[config.mk]
export PLATFORM = sky130hd
export DESIGN_NAME = cop_top
export DESIGN_NICKNAME = d
export VERILOG_FILES = /design/src/source/cop_pkg.sv /design/src/source/cop_ifs.sv /design/src/source/cop_bus_port.sv /design/src/source/cop_ctrl_regs.sv /design/src/source/cop_timer.sv /design/src/source/cop_top.sv
export SDC_FILE = /design/constraint.sdc
export NUM_CORES = 1
export LEC_CHECK = 0
export ABC_AREA = 1
export BUFFER_PORTS_ARGS = -buffer_cell sky130_fd_sc_hd__clkbuf_2
export CAP_MARGIN = 20
export CORE_ASPECT_RATIO = 1.5
export CORE_MARGIN = 8
export CORE_UTILIZATION = 40
export CTS_CLUSTER_DIAMETER = 80
export DETAILED_ROUTE_END_ITERATION = 16
export RECOVER_POWER = 25
export SKIP_LAST_GASP = 1
export SLEW_MARGIN = 20
export SYNTH_ARGS = -nofsm -noshare
export SYNTH_HDL_FRONTEND = slang
export SYNTH_SLANG_ARGS = --single-unit
export TNS_END_PERCENT = 100
[constraint.sdc]
create_clock -name bus_clk -period 1.58 [get_ports bus_clk]
set_input_delay 0.158 -clock bus_clk [delete_from_list [all_inputs] [get_ports bus_clk]]
set_output_delay 0.158 -clock bus_clk [all_outputs]
set_load 0.005 [all_outputs]
[src/source/cop_pkg.sv]
/* Shared constants and types for the COP watchdog. Full 16-bit word accesses only,
   no byte lanes. Counter and bus share bus_clk. */

`default_nettype none

package cop_pkg;

  // ------------------------------
  // Widths
  // ------------------------------
  localparam int DATA_W  = 16;                  // Wishbone data width
  localparam int ADDR_W  = 2;                   // Register address width
  localparam int COUNT_W = 16;                  // Timeout counter width

  // ------------------------------
  // Register map
  // ------------------------------
  localparam logic [ADDR_W-1:0] ADDR_CTRL    = 2'd0;  // Control and status
  localparam logic [ADDR_W-1:0] ADDR_TIMEOUT = 2'd1;  // Reload value
  localparam logic [ADDR_W-1:0] ADDR_SERVICE = 2'd2;  // Service writes, counter reads

  // ------------------------------
  // Reset and service values
  // ------------------------------
  localparam logic               INIT_ENA    = 1'b1;               // Watchdog on after reset
  localparam logic [COUNT_W-1:0] TIMEOUT_RST = {COUNT_W{1'b1}};    // Longest timeout
  localparam logic [DATA_W-1:0]  SERV_WD_0   = 16'h5555;           // Arms the reload
  localparam logic [DATA_W-1:0]  SERV_WD_1   = 16'hAAAA;           // Completes the reload

  // Interrupt levels, selected by irq_en 1..3
  localparam logic [COUNT_W-1:0] IRQ_THR_1 = 16'd16;
  localparam logic [COUNT_W-1:0] IRQ_THR_2 = 16'd32;
  localparam logic [COUNT_W-1:0] IRQ_THR_3 = 16'd64;

  // ------------------------------
  // Control word layout
  // ------------------------------
  // Declared MSB first, so clck lands in bit 0
  typedef struct packed {
    logic [6:0] spare;          // Read as zero
    logic       clear_event;    // Write 1 to clear event, reads back event bit
    logic [1:0] irq_en;         // Threshold select, 0 is off
    logic       debug_ena;      // Halt count in debug mode
    logic       stop_ena;       // Halt count in stop mode
    logic       wait_ena;       // Halt count in wait mode
    logic       ena;            // Watchdog enable
    logic       cwp;            // Write protect on ena
    logic       clck;           // Sticky lock on cwp
  } ctrl_fields_t;

  // One bus word seen either as control fields or as a plain value
  typedef union packed {
    ctrl_fields_t        ctrl;  // Control register view
    logic [DATA_W-1:0]   raw;   // Timeout and service view
  } cop_wdata_u;

endpackage

`default_nettype wire

[src/source/cop_ifs.sv]
/* Internal links of the COP watchdog. Strobes and pulses are one bus_clk cycle wide,
   with no handshake. */

`timescale 1ns/1ps
`default_nettype none

// Write strobes from the bus port into the register bank
interface cop_wr_if;
  logic                   wr_ctrl;      // Control word write
  logic                   wr_timeout;   // Timeout word write
  logic                   wr_service;   // Service word write
  cop_pkg::cop_wdata_u    wdata;        // Write data, two views

  modport bus_mp  (output wr_ctrl, wr_timeout, wr_service, wdata);
  modport regs_mp (input  wr_ctrl, wr_timeout, wr_service, wdata);
endinterface

// Register fields and command pulses out of the register bank
interface cop_cfg_if;
  logic [cop_pkg::COUNT_W-1:0] timeout_value;  // Reload value
  logic [1:0]                  irq_en;         // Threshold select
  logic                        debug_ena, stop_ena, wait_ena;
  logic                        cop_ena;        // Counter running
  logic                        cwp, clck;      // Protection bits
  logic                        reload_pulse;   // Good service sequence seen
  logic                        clear_pulse;    // Event clear request

  modport regs_mp  (output timeout_value, irq_en, debug_ena, stop_ena, wait_ena,
                    cop_ena, cwp, clck, reload_pulse, clear_pulse);
  modport timer_mp (input timeout_value, irq_en, debug_ena, stop_ena, wait_ena,
                    cop_ena, reload_pulse, clear_pulse);
  modport view_mp  (input timeout_value, irq_en, debug_ena, stop_ena, wait_ena,
                    cop_ena, cwp, clck);
endinterface

`default_nettype wire

[src/source/cop_bus_port.sv]
/* Wishbone slave with one fixed wait state, so every access takes two cycles.
   Word accesses only; read data is valid while wb_ack_o is high. */

`timescale 1ns/1ps
`default_nettype none

module cop_bus_port (
  input  logic                         bus_clk,
  input  logic                         async_rst_b,
  input  logic                         wb_cyc_i,      // Valid bus cycle
  input  logic                         wb_stb_i,      // Slave select
  input  logic                         wb_we_i,       // Write enable
  input  logic [cop_pkg::ADDR_W-1:0]   wb_adr_i,      // Word address
  input  logic [cop_pkg::DATA_W-1:0]   wb_dat_i,      // Write data
  output logic [cop_pkg::DATA_W-1:0]   wb_dat_o,      // Registered read data
  output logic                         wb_ack_o,      // Ack in second cycle
  cop_wr_if.bus_mp                     wr,            // Write strobes out
  cop_cfg_if.view_mp                   cfg,           // Fields for readback
  input  logic [cop_pkg::COUNT_W-1:0]  count_i,       // Live counter value
  input  logic                         event_i        // Sticky event bit
);

  logic                        module_sel;    // cyc and stb together
  logic                        bus_wait_state; // High in the ack cycle
  logic                        wb_wacc;       // Write in ack cycle
  logic                        wb_racc;       // Read in first cycle
  cop_pkg::ctrl_fields_t       rd_ctrl;       // Control readback word
  logic [cop_pkg::DATA_W-1:0]  rd_data_mux;   // Unregistered read value

  assign module_sel = wb_cyc_i && wb_stb_i;
  assign wb_ack_o   = module_sel && bus_wait_state;
  assign wb_wacc    = wb_ack_o && wb_we_i;
  assign wb_racc    = module_sel && !wb_we_i && !bus_wait_state;

  // Wait state toggles, so back to back accesses still take two cycles each
  always_ff @(posedge bus_clk or negedge async_rst_b)
    if (!async_rst_b)
      bus_wait_state <= 1'b0;
    else
      bus_wait_state <= module_sel && !bus_wait_state;

  // ------------------------------
  // Write decode
  // ------------------------------
  assign wr.wr_ctrl    = wb_wacc && (wb_adr_i == cop_pkg::ADDR_CTRL);
  assign wr.wr_timeout = wb_wacc && (wb_adr_i == cop_pkg::ADDR_TIMEOUT);
  assign wr.wr_service = wb_wacc && (wb_adr_i == cop_pkg::ADDR_SERVICE);
  assign wr.wdata.raw  = wb_dat_i;               // Full word, no lanes

  // ------------------------------
  // Read path
  // ------------------------------
  always_comb
  begin
    rd_ctrl             = '0;                    // Spare bits stay zero
    rd_ctrl.clck        = cfg.clck;
    rd_ctrl.cwp         = cfg.cwp;
    rd_ctrl.ena         = cfg.cop_ena;
    rd_ctrl.wait_ena    = cfg.wait_ena;
    rd_ctrl.stop_ena    = cfg.stop_ena;
    rd_ctrl.debug_ena   = cfg.debug_ena;
    rd_ctrl.irq_en      = cfg.irq_en;
    rd_ctrl.clear_event = event_i;               // Event shows in clear slot
    case (wb_adr_i)
      cop_pkg::ADDR_CTRL:    rd_data_mux = rd_ctrl;
      cop_pkg::ADDR_TIMEOUT: rd_data_mux = cfg.timeout_value;
      cop_pkg::ADDR_SERVICE: rd_data_mux = count_i;
      default:               rd_data_mux = '0;   // Unmapped address
    endcase
  end

  // Captured at the end of the first cycle, held through ack
  always_ff @(posedge bus_clk or negedge async_rst_b)
    if (!async_rst_b)
      wb_dat_o <= '0;
    else if (wb_racc)
      wb_dat_o <= rd_data_mux;

endmodule

`default_nettype wire

[src/source/cop_ctrl_regs.sv]
/* Control and timeout registers with the lock rules. Timeout writes are dropped
   while the COP runs; reload needs 0x5555 then 0xAAAA as consecutive service writes. */

`timescale 1ns/1ps
`default_nettype none

module cop_ctrl_regs (
  input  logic        bus_clk,
  input  logic        async_rst_b,
  cop_wr_if.regs_mp   wr,             // Strobes from the bus port
  cop_cfg_if.regs_mp  cfg             // Fields and pulses to timer and readback
);

  cop_pkg::ctrl_fields_t  wf;         // Control view of the write word
  logic                   run_wr_ok;  // Run enables may change
  logic                   serv_armed; // Last service word was SERV_WD_0

  assign wf        = wr.wdata.ctrl;
  assign run_wr_ok = !cfg.cop_ena || !wf.ena;

  // ------------------------------
  // Control register
  // ------------------------------
  always_ff @(posedge bus_clk or negedge async_rst_b)
    if (!async_rst_b)
    begin
      cfg.irq_en      <= 2'b00;
      cfg.debug_ena   <= 1'b0;
      cfg.stop_ena    <= 1'b0;
      cfg.wait_ena    <= 1'b0;
      cfg.cop_ena     <= cop_pkg::INIT_ENA;
      cfg.cwp         <= 1'b0;
      cfg.clck        <= 1'b0;
      cfg.clear_pulse <= 1'b0;
    end
    else
    begin
      cfg.clear_pulse <= wr.wr_ctrl && wf.clear_event;   // One cycle clear request
      if (wr.wr_ctrl)
      begin
        cfg.irq_en <= wf.irq_en;                         // Never protected
        if (run_wr_ok)
        begin
          cfg.debug_ena <= wf.debug_ena;
          cfg.stop_ena  <= wf.stop_ena;
          cfg.wait_ena  <= wf.wait_ena;
        end
        if (!cfg.cwp)
          cfg.cop_ena <= wf.ena;                         // Protected by cwp
        if (!cfg.clck)
          cfg.cwp <= wf.cwp;                             // Protected by clck
        cfg.clck <= cfg.clck || wf.clck;                 // Set only, until reset
      end
    end

  // ------------------------------
  // Timeout register
  // ------------------------------
  always_ff @(posedge bus_clk or negedge async_rst_b)
    if (!async_rst_b)
      cfg.timeout_value <= cop_pkg::TIMEOUT_RST;
    else if (wr.wr_timeout && !cfg.cop_ena)
      cfg.timeout_value <= wr.wdata.raw;                 // Only while stopped

  // ------------------------------
  // Service sequence
  // ------------------------------
  // Any service write re-arms or disarms; the second word must follow directly
  always_ff @(posedge bus_clk or negedge async_rst_b)
    if (!async_rst_b)
    begin
      serv_armed       <= 1'b0;
      cfg.reload_pulse <= 1'b0;
    end
    else if (wr.wr_service)
    begin
      serv_armed       <= (wr.wdata.raw == cop_pkg::SERV_WD_0);
      cfg.reload_pulse <= serv_armed && (wr.wdata.raw == cop_pkg::SERV_WD_1);
    end
    else
      cfg.reload_pulse <= 1'b0;                          // Single cycle

endmodule

`default_nettype wire

[src/source/cop_timer.sv]
/* Watchdog down counter on bus_clk. Holds at zero and keeps cop_rst_o high until
   a reload; loads the timeout every cycle while the COP is disabled. */

`timescale 1ns/1ps
`default_nettype none

module cop_timer (
  input  logic                         bus_clk,
  input  logic                         async_rst_b,
  cop_cfg_if.timer_mp                  cfg,           // Settings and pulses
  input  logic                         debug_mode_i,  // System debug mode
  input  logic                         wait_mode_i,   // System wait mode
  input  logic                         stop_mode_i,   // System stop mode
  output logic [cop_pkg::COUNT_W-1:0]  count_o,       // Counter value
  output logic                         event_o,       // Sticky expiry status
  output logic                         cop_rst_o,     // Expiry reset
  output logic                         cop_irq_o      // Near-expiry interrupt
);

  logic load;          // Reload from timeout_value
  logic stop_counter;  // A system mode halts the count
  logic at_zero;       // Counter expired
  logic irq_dec;       // Threshold reached
  logic event_reset;   // Clear the status bit

  assign load         = cfg.reload_pulse || !cfg.cop_ena;
  assign stop_counter = (debug_mode_i && cfg.debug_ena) ||
                        (wait_mode_i  && cfg.wait_ena)  ||
                        (stop_mode_i  && cfg.stop_ena);
  assign at_zero      = (count_o == '0);
  assign event_reset  = cfg.reload_pulse || cfg.clear_pulse;

  // ------------------------------
  // Counter and expiry
  // ------------------------------
  always_ff @(posedge bus_clk or negedge async_rst_b)
    if (!async_rst_b)
      count_o <= cop_pkg::TIMEOUT_RST;
    else if (load)
      count_o <= cfg.timeout_value;
    else if (!stop_counter && !at_zero)
      count_o <= count_o - 1'b1;                    // No wrap below zero

  always_ff @(posedge bus_clk or negedge async_rst_b)
    if (!async_rst_b)
      cop_rst_o <= 1'b0;
    else if (load)
      cop_rst_o <= 1'b0;
    else
      cop_rst_o <= cop_rst_o || at_zero;            // Held until serviced

  // ------------------------------
  // Interrupt
  // ------------------------------
  always_comb
    case (cfg.irq_en)
      2'b01:   irq_dec = (count_o <= cop_pkg::IRQ_THR_1);
      2'b10:   irq_dec = (count_o <= cop_pkg::IRQ_THR_2);
      2'b11:   irq_dec = (count_o <= cop_pkg::IRQ_THR_3);
      default: irq_dec = 1'b0;                      // Interrupt off
    endcase

  always_ff @(posedge bus_clk or negedge async_rst_b)
    if (!async_rst_b)
      cop_irq_o <= 1'b0;
    else
      cop_irq_o <= irq_dec;                         // One cycle behind count

  // Status bit follows cop_rst_o and holds until cleared
  always_ff @(posedge bus_clk or negedge async_rst_b)
    if (!async_rst_b)
      event_o <= 1'b0;
    else
      event_o <= cop_rst_o || (event_o && !event_reset);

endmodule

`default_nettype wire

[src/source/cop_top.sv]
/* COP watchdog top level. All logic runs on bus_clk with one active-low
   asynchronous reset. */

`timescale 1ns/1ps
`default_nettype none

module cop_top (
  input  logic                        bus_clk,
  input  logic                        async_rst_b,
  input  logic                        wb_cyc_i,
  input  logic                        wb_stb_i,
  input  logic                        wb_we_i,
  input  logic [cop_pkg::ADDR_W-1:0]  wb_adr_i,
  input  logic [cop_pkg::DATA_W-1:0]  wb_dat_i,
  output logic [cop_pkg::DATA_W-1:0]  wb_dat_o,
  output logic                        wb_ack_o,
  input  logic                        debug_mode_i,
  input  logic                        wait_mode_i,
  input  logic                        stop_mode_i,
  output logic                        cop_rst_o,     // High on expiry
  output logic                        cop_irq_o      // High below threshold
);

  logic [cop_pkg::COUNT_W-1:0] count;       // Timer to readback
  logic                        cop_event;   // Timer to readback

  cop_wr_if  wr_if ();
  cop_cfg_if cfg_if ();

  // ------------------------------
  cop_bus_port u_bus_port (
    .bus_clk     (bus_clk),
    .async_rst_b (async_rst_b),
    .wb_cyc_i    (wb_cyc_i),
    .wb_stb_i    (wb_stb_i),
    .wb_we_i     (wb_we_i),
    .wb_adr_i    (wb_adr_i),
    .wb_dat_i    (wb_dat_i),
    .wb_dat_o    (wb_dat_o),
    .wb_ack_o    (wb_ack_o),
    .wr          (wr_if.bus_mp),
    .cfg         (cfg_if.view_mp),
    .count_i     (count),
    .event_i     (cop_event)
  );

  cop_ctrl_regs u_ctrl_regs (
    .bus_clk     (bus_clk),
    .async_rst_b (async_rst_b),
    .wr          (wr_if.regs_mp),
    .cfg         (cfg_if.regs_mp)
  );

  cop_timer u_timer (
    .bus_clk      (bus_clk),
    .async_rst_b  (async_rst_b),
    .cfg          (cfg_if.timer_mp),
    .debug_mode_i (debug_mode_i),
    .wait_mode_i  (wait_mode_i),
    .stop_mode_i  (stop_mode_i),
    .count_o      (count),
    .event_o      (cop_event),
    .cop_rst_o    (cop_rst_o),
    .cop_irq_o    (cop_irq_o)
  );

endmodule

`default_nettype wire

-- Word-level counts from Yosys, hierarchy flattened
Cells that the tools add are included.
W data, S select, Z words.
- output and inout port bits: 19
- input bits: 26
- register bits: 63
- order comparisons: 3
- $add $sub $neg: 1
- reduce and logical (&&, ||, !) cells: 38
- bitwise operators: 2
- multiplexer cells: 6
- equal/unequal tests: 7
- operators by type and width (operator ; count):
    $pmux W16 S3 ; 1
    $mux W16 ; 2
    $logic_and A1 B1 Y1 ; 17
    $eq A16 B15 Y1 const B ; 1
    $eq A16 B16 Y1 const B ; 1
    $le A16 B5 Y1 const B ; 1
    $le A16 B6 Y1 const B ; 1
    $le A16 B7 Y1 const B ; 1
    $logic_not A16 Y1 ; 1
    $sub A16 B1 Y16 const B ; 1
    $logic_or A1 B1 Y1 ; 8
    $logic_not A1 Y1 ; 7
    $eq A2 B2 Y1 const B ; 3
    $reduce_and A2 Y1 ; 3
    $eq A2 B1 Y1 const B ; 2
    $pmux W1 S3 ; 1
    $logic_not A2 Y1 ; 1
    $mux W1 ; 2
    $not A1 Y1 ; 2
    $reduce_bool A2 Y1 ; 1

-- Longest topological paths before layout
- word-level depth: 7
- mapped depth: 10

-- Modules after synthesis
From an unflattened synthesis, not the netlist that was laid out.
- cells, all modules: 513
- area, all modules: 3801.1 um^2
- modules (own cells, without submodules) (module ; area an instance (um^2) ; instances ; cells each):
    cop_timer ; 1455.1 ; 1 ; 221
    cop_ctrl_regs ; 1222.4 ; 1 ; 132
    cop_bus_port ; 1123.6 ; 1 ; 160

-- Least setup slack after synthesis
Ideal clock, no wire load.
- path kind: flip-flop to flip-flop
- from: register u_timer.count_o[0] (netlist bit)
- to: register u_timer.count_o[0] (netlist bit)
- buffers on the path: 0
- cell stages (with the launch flop): 10
- period minus slack after synthesis: 1.469 ns
- arrival time: 1.406 ns
- required time: 1.516 ns
- path slack: 0.111 ns
- path through: dfstp_2 inv_1 ha_1 nand2_2 nor2_2 nand2_4 nand2_8 nor2_8 nand2_1 nand3_1
- longest elaborated chain between the ends: 4
- elaborated cells between the ends (all ways): 7
- classes of those cells: add/sub (1); mux (2); reduce/logical (4)
- ends and longest elaborated chain (element ; RTL line ; RTL):
    start: declaration ; cop_timer.sv:14 ; output logic [cop_pkg::COUNT_W-1:0] count_o,
    start signal: assignment ; cop_timer.sv:38 ; count_o <= cop_pkg::TIMEOUT_RST;
    start signal: assignment ; cop_timer.sv:40 ; count_o <= cfg.timeout_value;
    start signal: assignment ; cop_timer.sv:42 ; count_o <= count_o - 1'b1;
    parallel branches: the longest is 4 deep, another holds $sub A16 B1 Y16 ; -- ;
Parallel ways; which one is timed is not known. The select of a mux whose other input is x is not followed.
A chain may end at the register's enable or synchronous reset.

-- Final worst setup path
- from: register u_timer.count_o[12] (netlist bit)
- to: register u_timer.count_o[0] (netlist bit)
- longest elaborated chain between the ends: 4
- ends and longest elaborated chain (element ; RTL line ; RTL):
    $logic_not A16 Y1 ; cop_timer.sv:30 ; assign at_zero = (count_o == '0);
    $logic_not A1 Y1 ; cop_timer.sv:41 ; else if (!stop_counter && !at_zero)
    $logic_and A1 B1 Y1 ; cop_timer.sv:41 ;
    $reduce_bool A2 Y1 (no source line) ; -- ;
Every way passes these cells.

==> flow_summary.yaml <==
detailed_routing:
  routed_wirelength_um: 9470
  vias: 3069
  vias_per_cell: 5.02
  drtIter0Drc: 153
  drt_first_pass_iters: 5
  route.detailed.drc: 0
  wl_per_cell_um: 15.5
  ant_nets: 0
floorplan:
  rows: 41
  die_x_um: 92.1
  core_area_um2: 8410
  die_y_um: 130
  initial_core_util: 0.413
  die_area_um2: 12000
  num_io_pins: 45
clock_network:
  cts-root-buf: "clkbuf_16"
  numCtsBuffers: 9
  cts_buffer_depth: 2
  ctsHtreeMaxLevel: 3
  insertion_delay_ns: 0.33
  clk_pin_slew_ns: 0.05
  cts_tree: "built"
  clkSinkCount: 63
synth:
  synth.top_cell.area_share: 0.249
  ys_ff_latch: 63
  synth_flop_cell: "dfstp_2"
  async_flop_share: 1.00
  synth.distinct_cells: 36
  syn_area_per_cell_um2: 7.96
  synth_enable_flop_cells: 0
  ys_warn_count: 0
  ys_top_cells_by_area: "dfstp_2 25%, dfrtp_1 22%, nand2_1 16%, nor2_1 4.6%, inv_1 3.8%"
  syn_inst: 437
  synth.top_cells.by_count: "148 x nand2_1, 43 x nor2_1, 35 x inv_1, 33 x dfstp_2, 30 x dfrtp_1"
  yosysMostFrequentCell: "nand2_1"
  seq_area_frac_synth: 0.465
  syn_area_um2: 3480
  postSynthNetCount: 465
  synth_top_cell_by_area: "dfstp_2"
worst_setup_path:
  crit_path_frequent_cell: "nand2_1"
  rrSetupSlack_ns: 0.08
  cp-start-kind: "register"
  critPathArrivalTime_ns: 1.77
  critical_path.startpoint: "u_timer.count_o[12]"
  crit_type: "reg -> reg"
  worst-path-stages: 8
  cpLargestDelayFamily: "simple AND/OR/NAND/NOR gates"
  crit_path_end_kind: "register"
  crit_buf_inv: 0
  cp_cell_sequence: "nor2_1 -> nand2_1 -> nor2_4 -> nand2_4 -> nand2_8 -> nor2_8 -> nand2_1 -> nand3_1"
  cp_max_fo: 6
  reg2regPathDepth: 8
  r2r-start: "u_timer.count_o[12]"
  rr_endpoint: "u_timer.count_o[0]"
  cpPeakStageDelay_ns: 0.61
  crit_path_end: "u_timer.count_o[0]"
  worstPathRequired_ns: 1.85
  critPathSlowestCell: "dfstp_2"
layout:
  syn_to_final_growth_pct: 21.8
  nets: 528
  finalInstanceArea_um2: 4240
  drive_gt1_frac: 0.304
  diodes: 0
placement:
  port_buffers: 44
  gp_congestion: 0.845
  pre_cts_ws_ns: 0.0357
  place_area_um2: 3900
  dpl.hpwl_um: 6950
sta:
  setup_viol_count_final: 0
  postLayoutSetupSlackWorst_ns: 0.0804
  tns_ns: 0
  hold_viol_final: 0
  tightest_slew_ns: 0.872
  fin_crit_sh: 0.949
  skew_ns: 0.00481
  maxSlewViolCount: 0
  rsz0062_at_grt: "yes"
  slew_headroom: 0.419
  period_minus_slack_ns: 1.50
  fmax_mhz: 667
  timing.hold.ws_ns: 0.0527
global_route:
  grt-ovfl-total: 0
  grt_usage: 0.166
  antenna_found_initial: 0
  grt_max_degree: 64
  grt_pass1_wl_um: 15600
  first_global_vias: 3207
hold_path:
  min_from: "wb_dat_i[14]"
  hp-class: "in -> reg"
job:
  max_cap_violations: 0
outcome:
  outcome: "finished, final reports clean"
power:
  power.total_mw: 5.64
  p_leak_nw: 1.97
  ir_worst_vdd_uv: 651
  p_per_area_nw_per_um2: 1330
-- metal layers --
metal  part of all wire  track usage  vias up
met5                  0            0        -
met4              0.012       0.0771        0
met3              0.027       0.0305        9
met2               0.53        0.297       54
met1               0.43        0.187     1450
li1                   -            -     1556
-- power by group --
group	internal, mW	switching [mW]
clock	1.22	0.661
combinational	0.576	0.952
sequential	1.97	0.260
-- what timing repair did --
action                     CTS  global route
setup endpoints to repair    0            15
hold endpoints to repair    30             0
resized for setup            0             8
setup buffers                0             2
hold buffers                 1             0
-- cell usage in the layout, fill, tap and decap left out, drive strengths merged, types with 4 or more instances in the layout --
master and instances:
dfrtp 30, a21oi 7, nor4 4, nor2 56, mux2 9, clkbuf 60, a31oi 8, buf 12
nand4 4, o211ai 7, nand3b 6, dfstp 33, nor3 4, nand3 27, inv 39, o21ai 32
nand2 156
-- worst register-to-register path, delay by kind of cell (launching register included) --
family | cells | cell delay (ns)
and+or+nand+nor | 8 | 0.84
DFF | 1 | 0.61
-- cell families after synthesis --
group	Yosys count	synth area share
simple gates	257	0.340
flops	63	0.465
compound gates	55	0.0964
buf+inv	49	0.0565
mux	9	0.0291
xor+xnor	2	0.00504
fa+ha+maj	2	0.00720
-- cell type report --
class                           instances  area (um2)
Clock buffer                           15         288
Timing Repair Buffer                   58         340
Inverter                               41         154
Multi-Input combinational cell        327        1700
Sequential cell                        63        1620
Tap cell                              107         134
Fill cell                             838        4180
-- registers in the layout (all words and copies together), names as in the netlist --
name / count
u_ctrl_regs.cfg.irq_en: 2
u_timer.event_o: 1
u_ctrl_regs.cfg.reload_pulse: 1
u_ctrl_regs.cfg.debug_ena: 1
u_bus_port.wb_dat_o: 16
u_ctrl_regs.cfg.cop_ena: 1
u_timer.cop_rst_o: 1
u_timer.cop_irq_o: 1
u_ctrl_regs.cfg.stop_ena: 1
u_ctrl_regs.cfg.cwp: 1
u_ctrl_regs.cfg.clck: 1
u_bus_port.bus_wait_state: 1
u_ctrl_regs.cfg.timeout_value: 16
u_timer.count_o: 16
u_ctrl_regs.cfg.wait_ena: 1
u_ctrl_regs.serv_armed: 1
u_ctrl_regs.cfg.clear_pulse: 1
-- worst min-delay path by stage --
| stage | to | slack (ns) | cells after the start |
|---|---|---|---|
| 2_1_floorplan | u_bus_port.bus_wait_state | -0.14 | 0 |
| 3_3_place_gp | u_bus_port.wb_dat_o[1] | 0.20 | 2 |
| 3_5_place_dp | u_bus_port.wb_dat_o[1] | 0.20 | 2 |
| 4_1_cts | u_ctrl_regs.cfg.timeout_value[12] | 0.05 | 3 |
| 5_1_grt | u_ctrl_regs.cfg.timeout_value[12] | 0.06 | 3 |
| 6_report | u_ctrl_regs.cfg.timeout_value[14] | 0.05 | 3 |
-- metrics by stage --
step / util / instances
floorplan: - / 437
global placement: 0.463 / 591
detailed placement: 0.463 / 591
CTS: 0.499 / 607
global route: 0.504 / 611
finish: 0.504 / 611
Note: power is estimated with default switching activity, not from simulation.
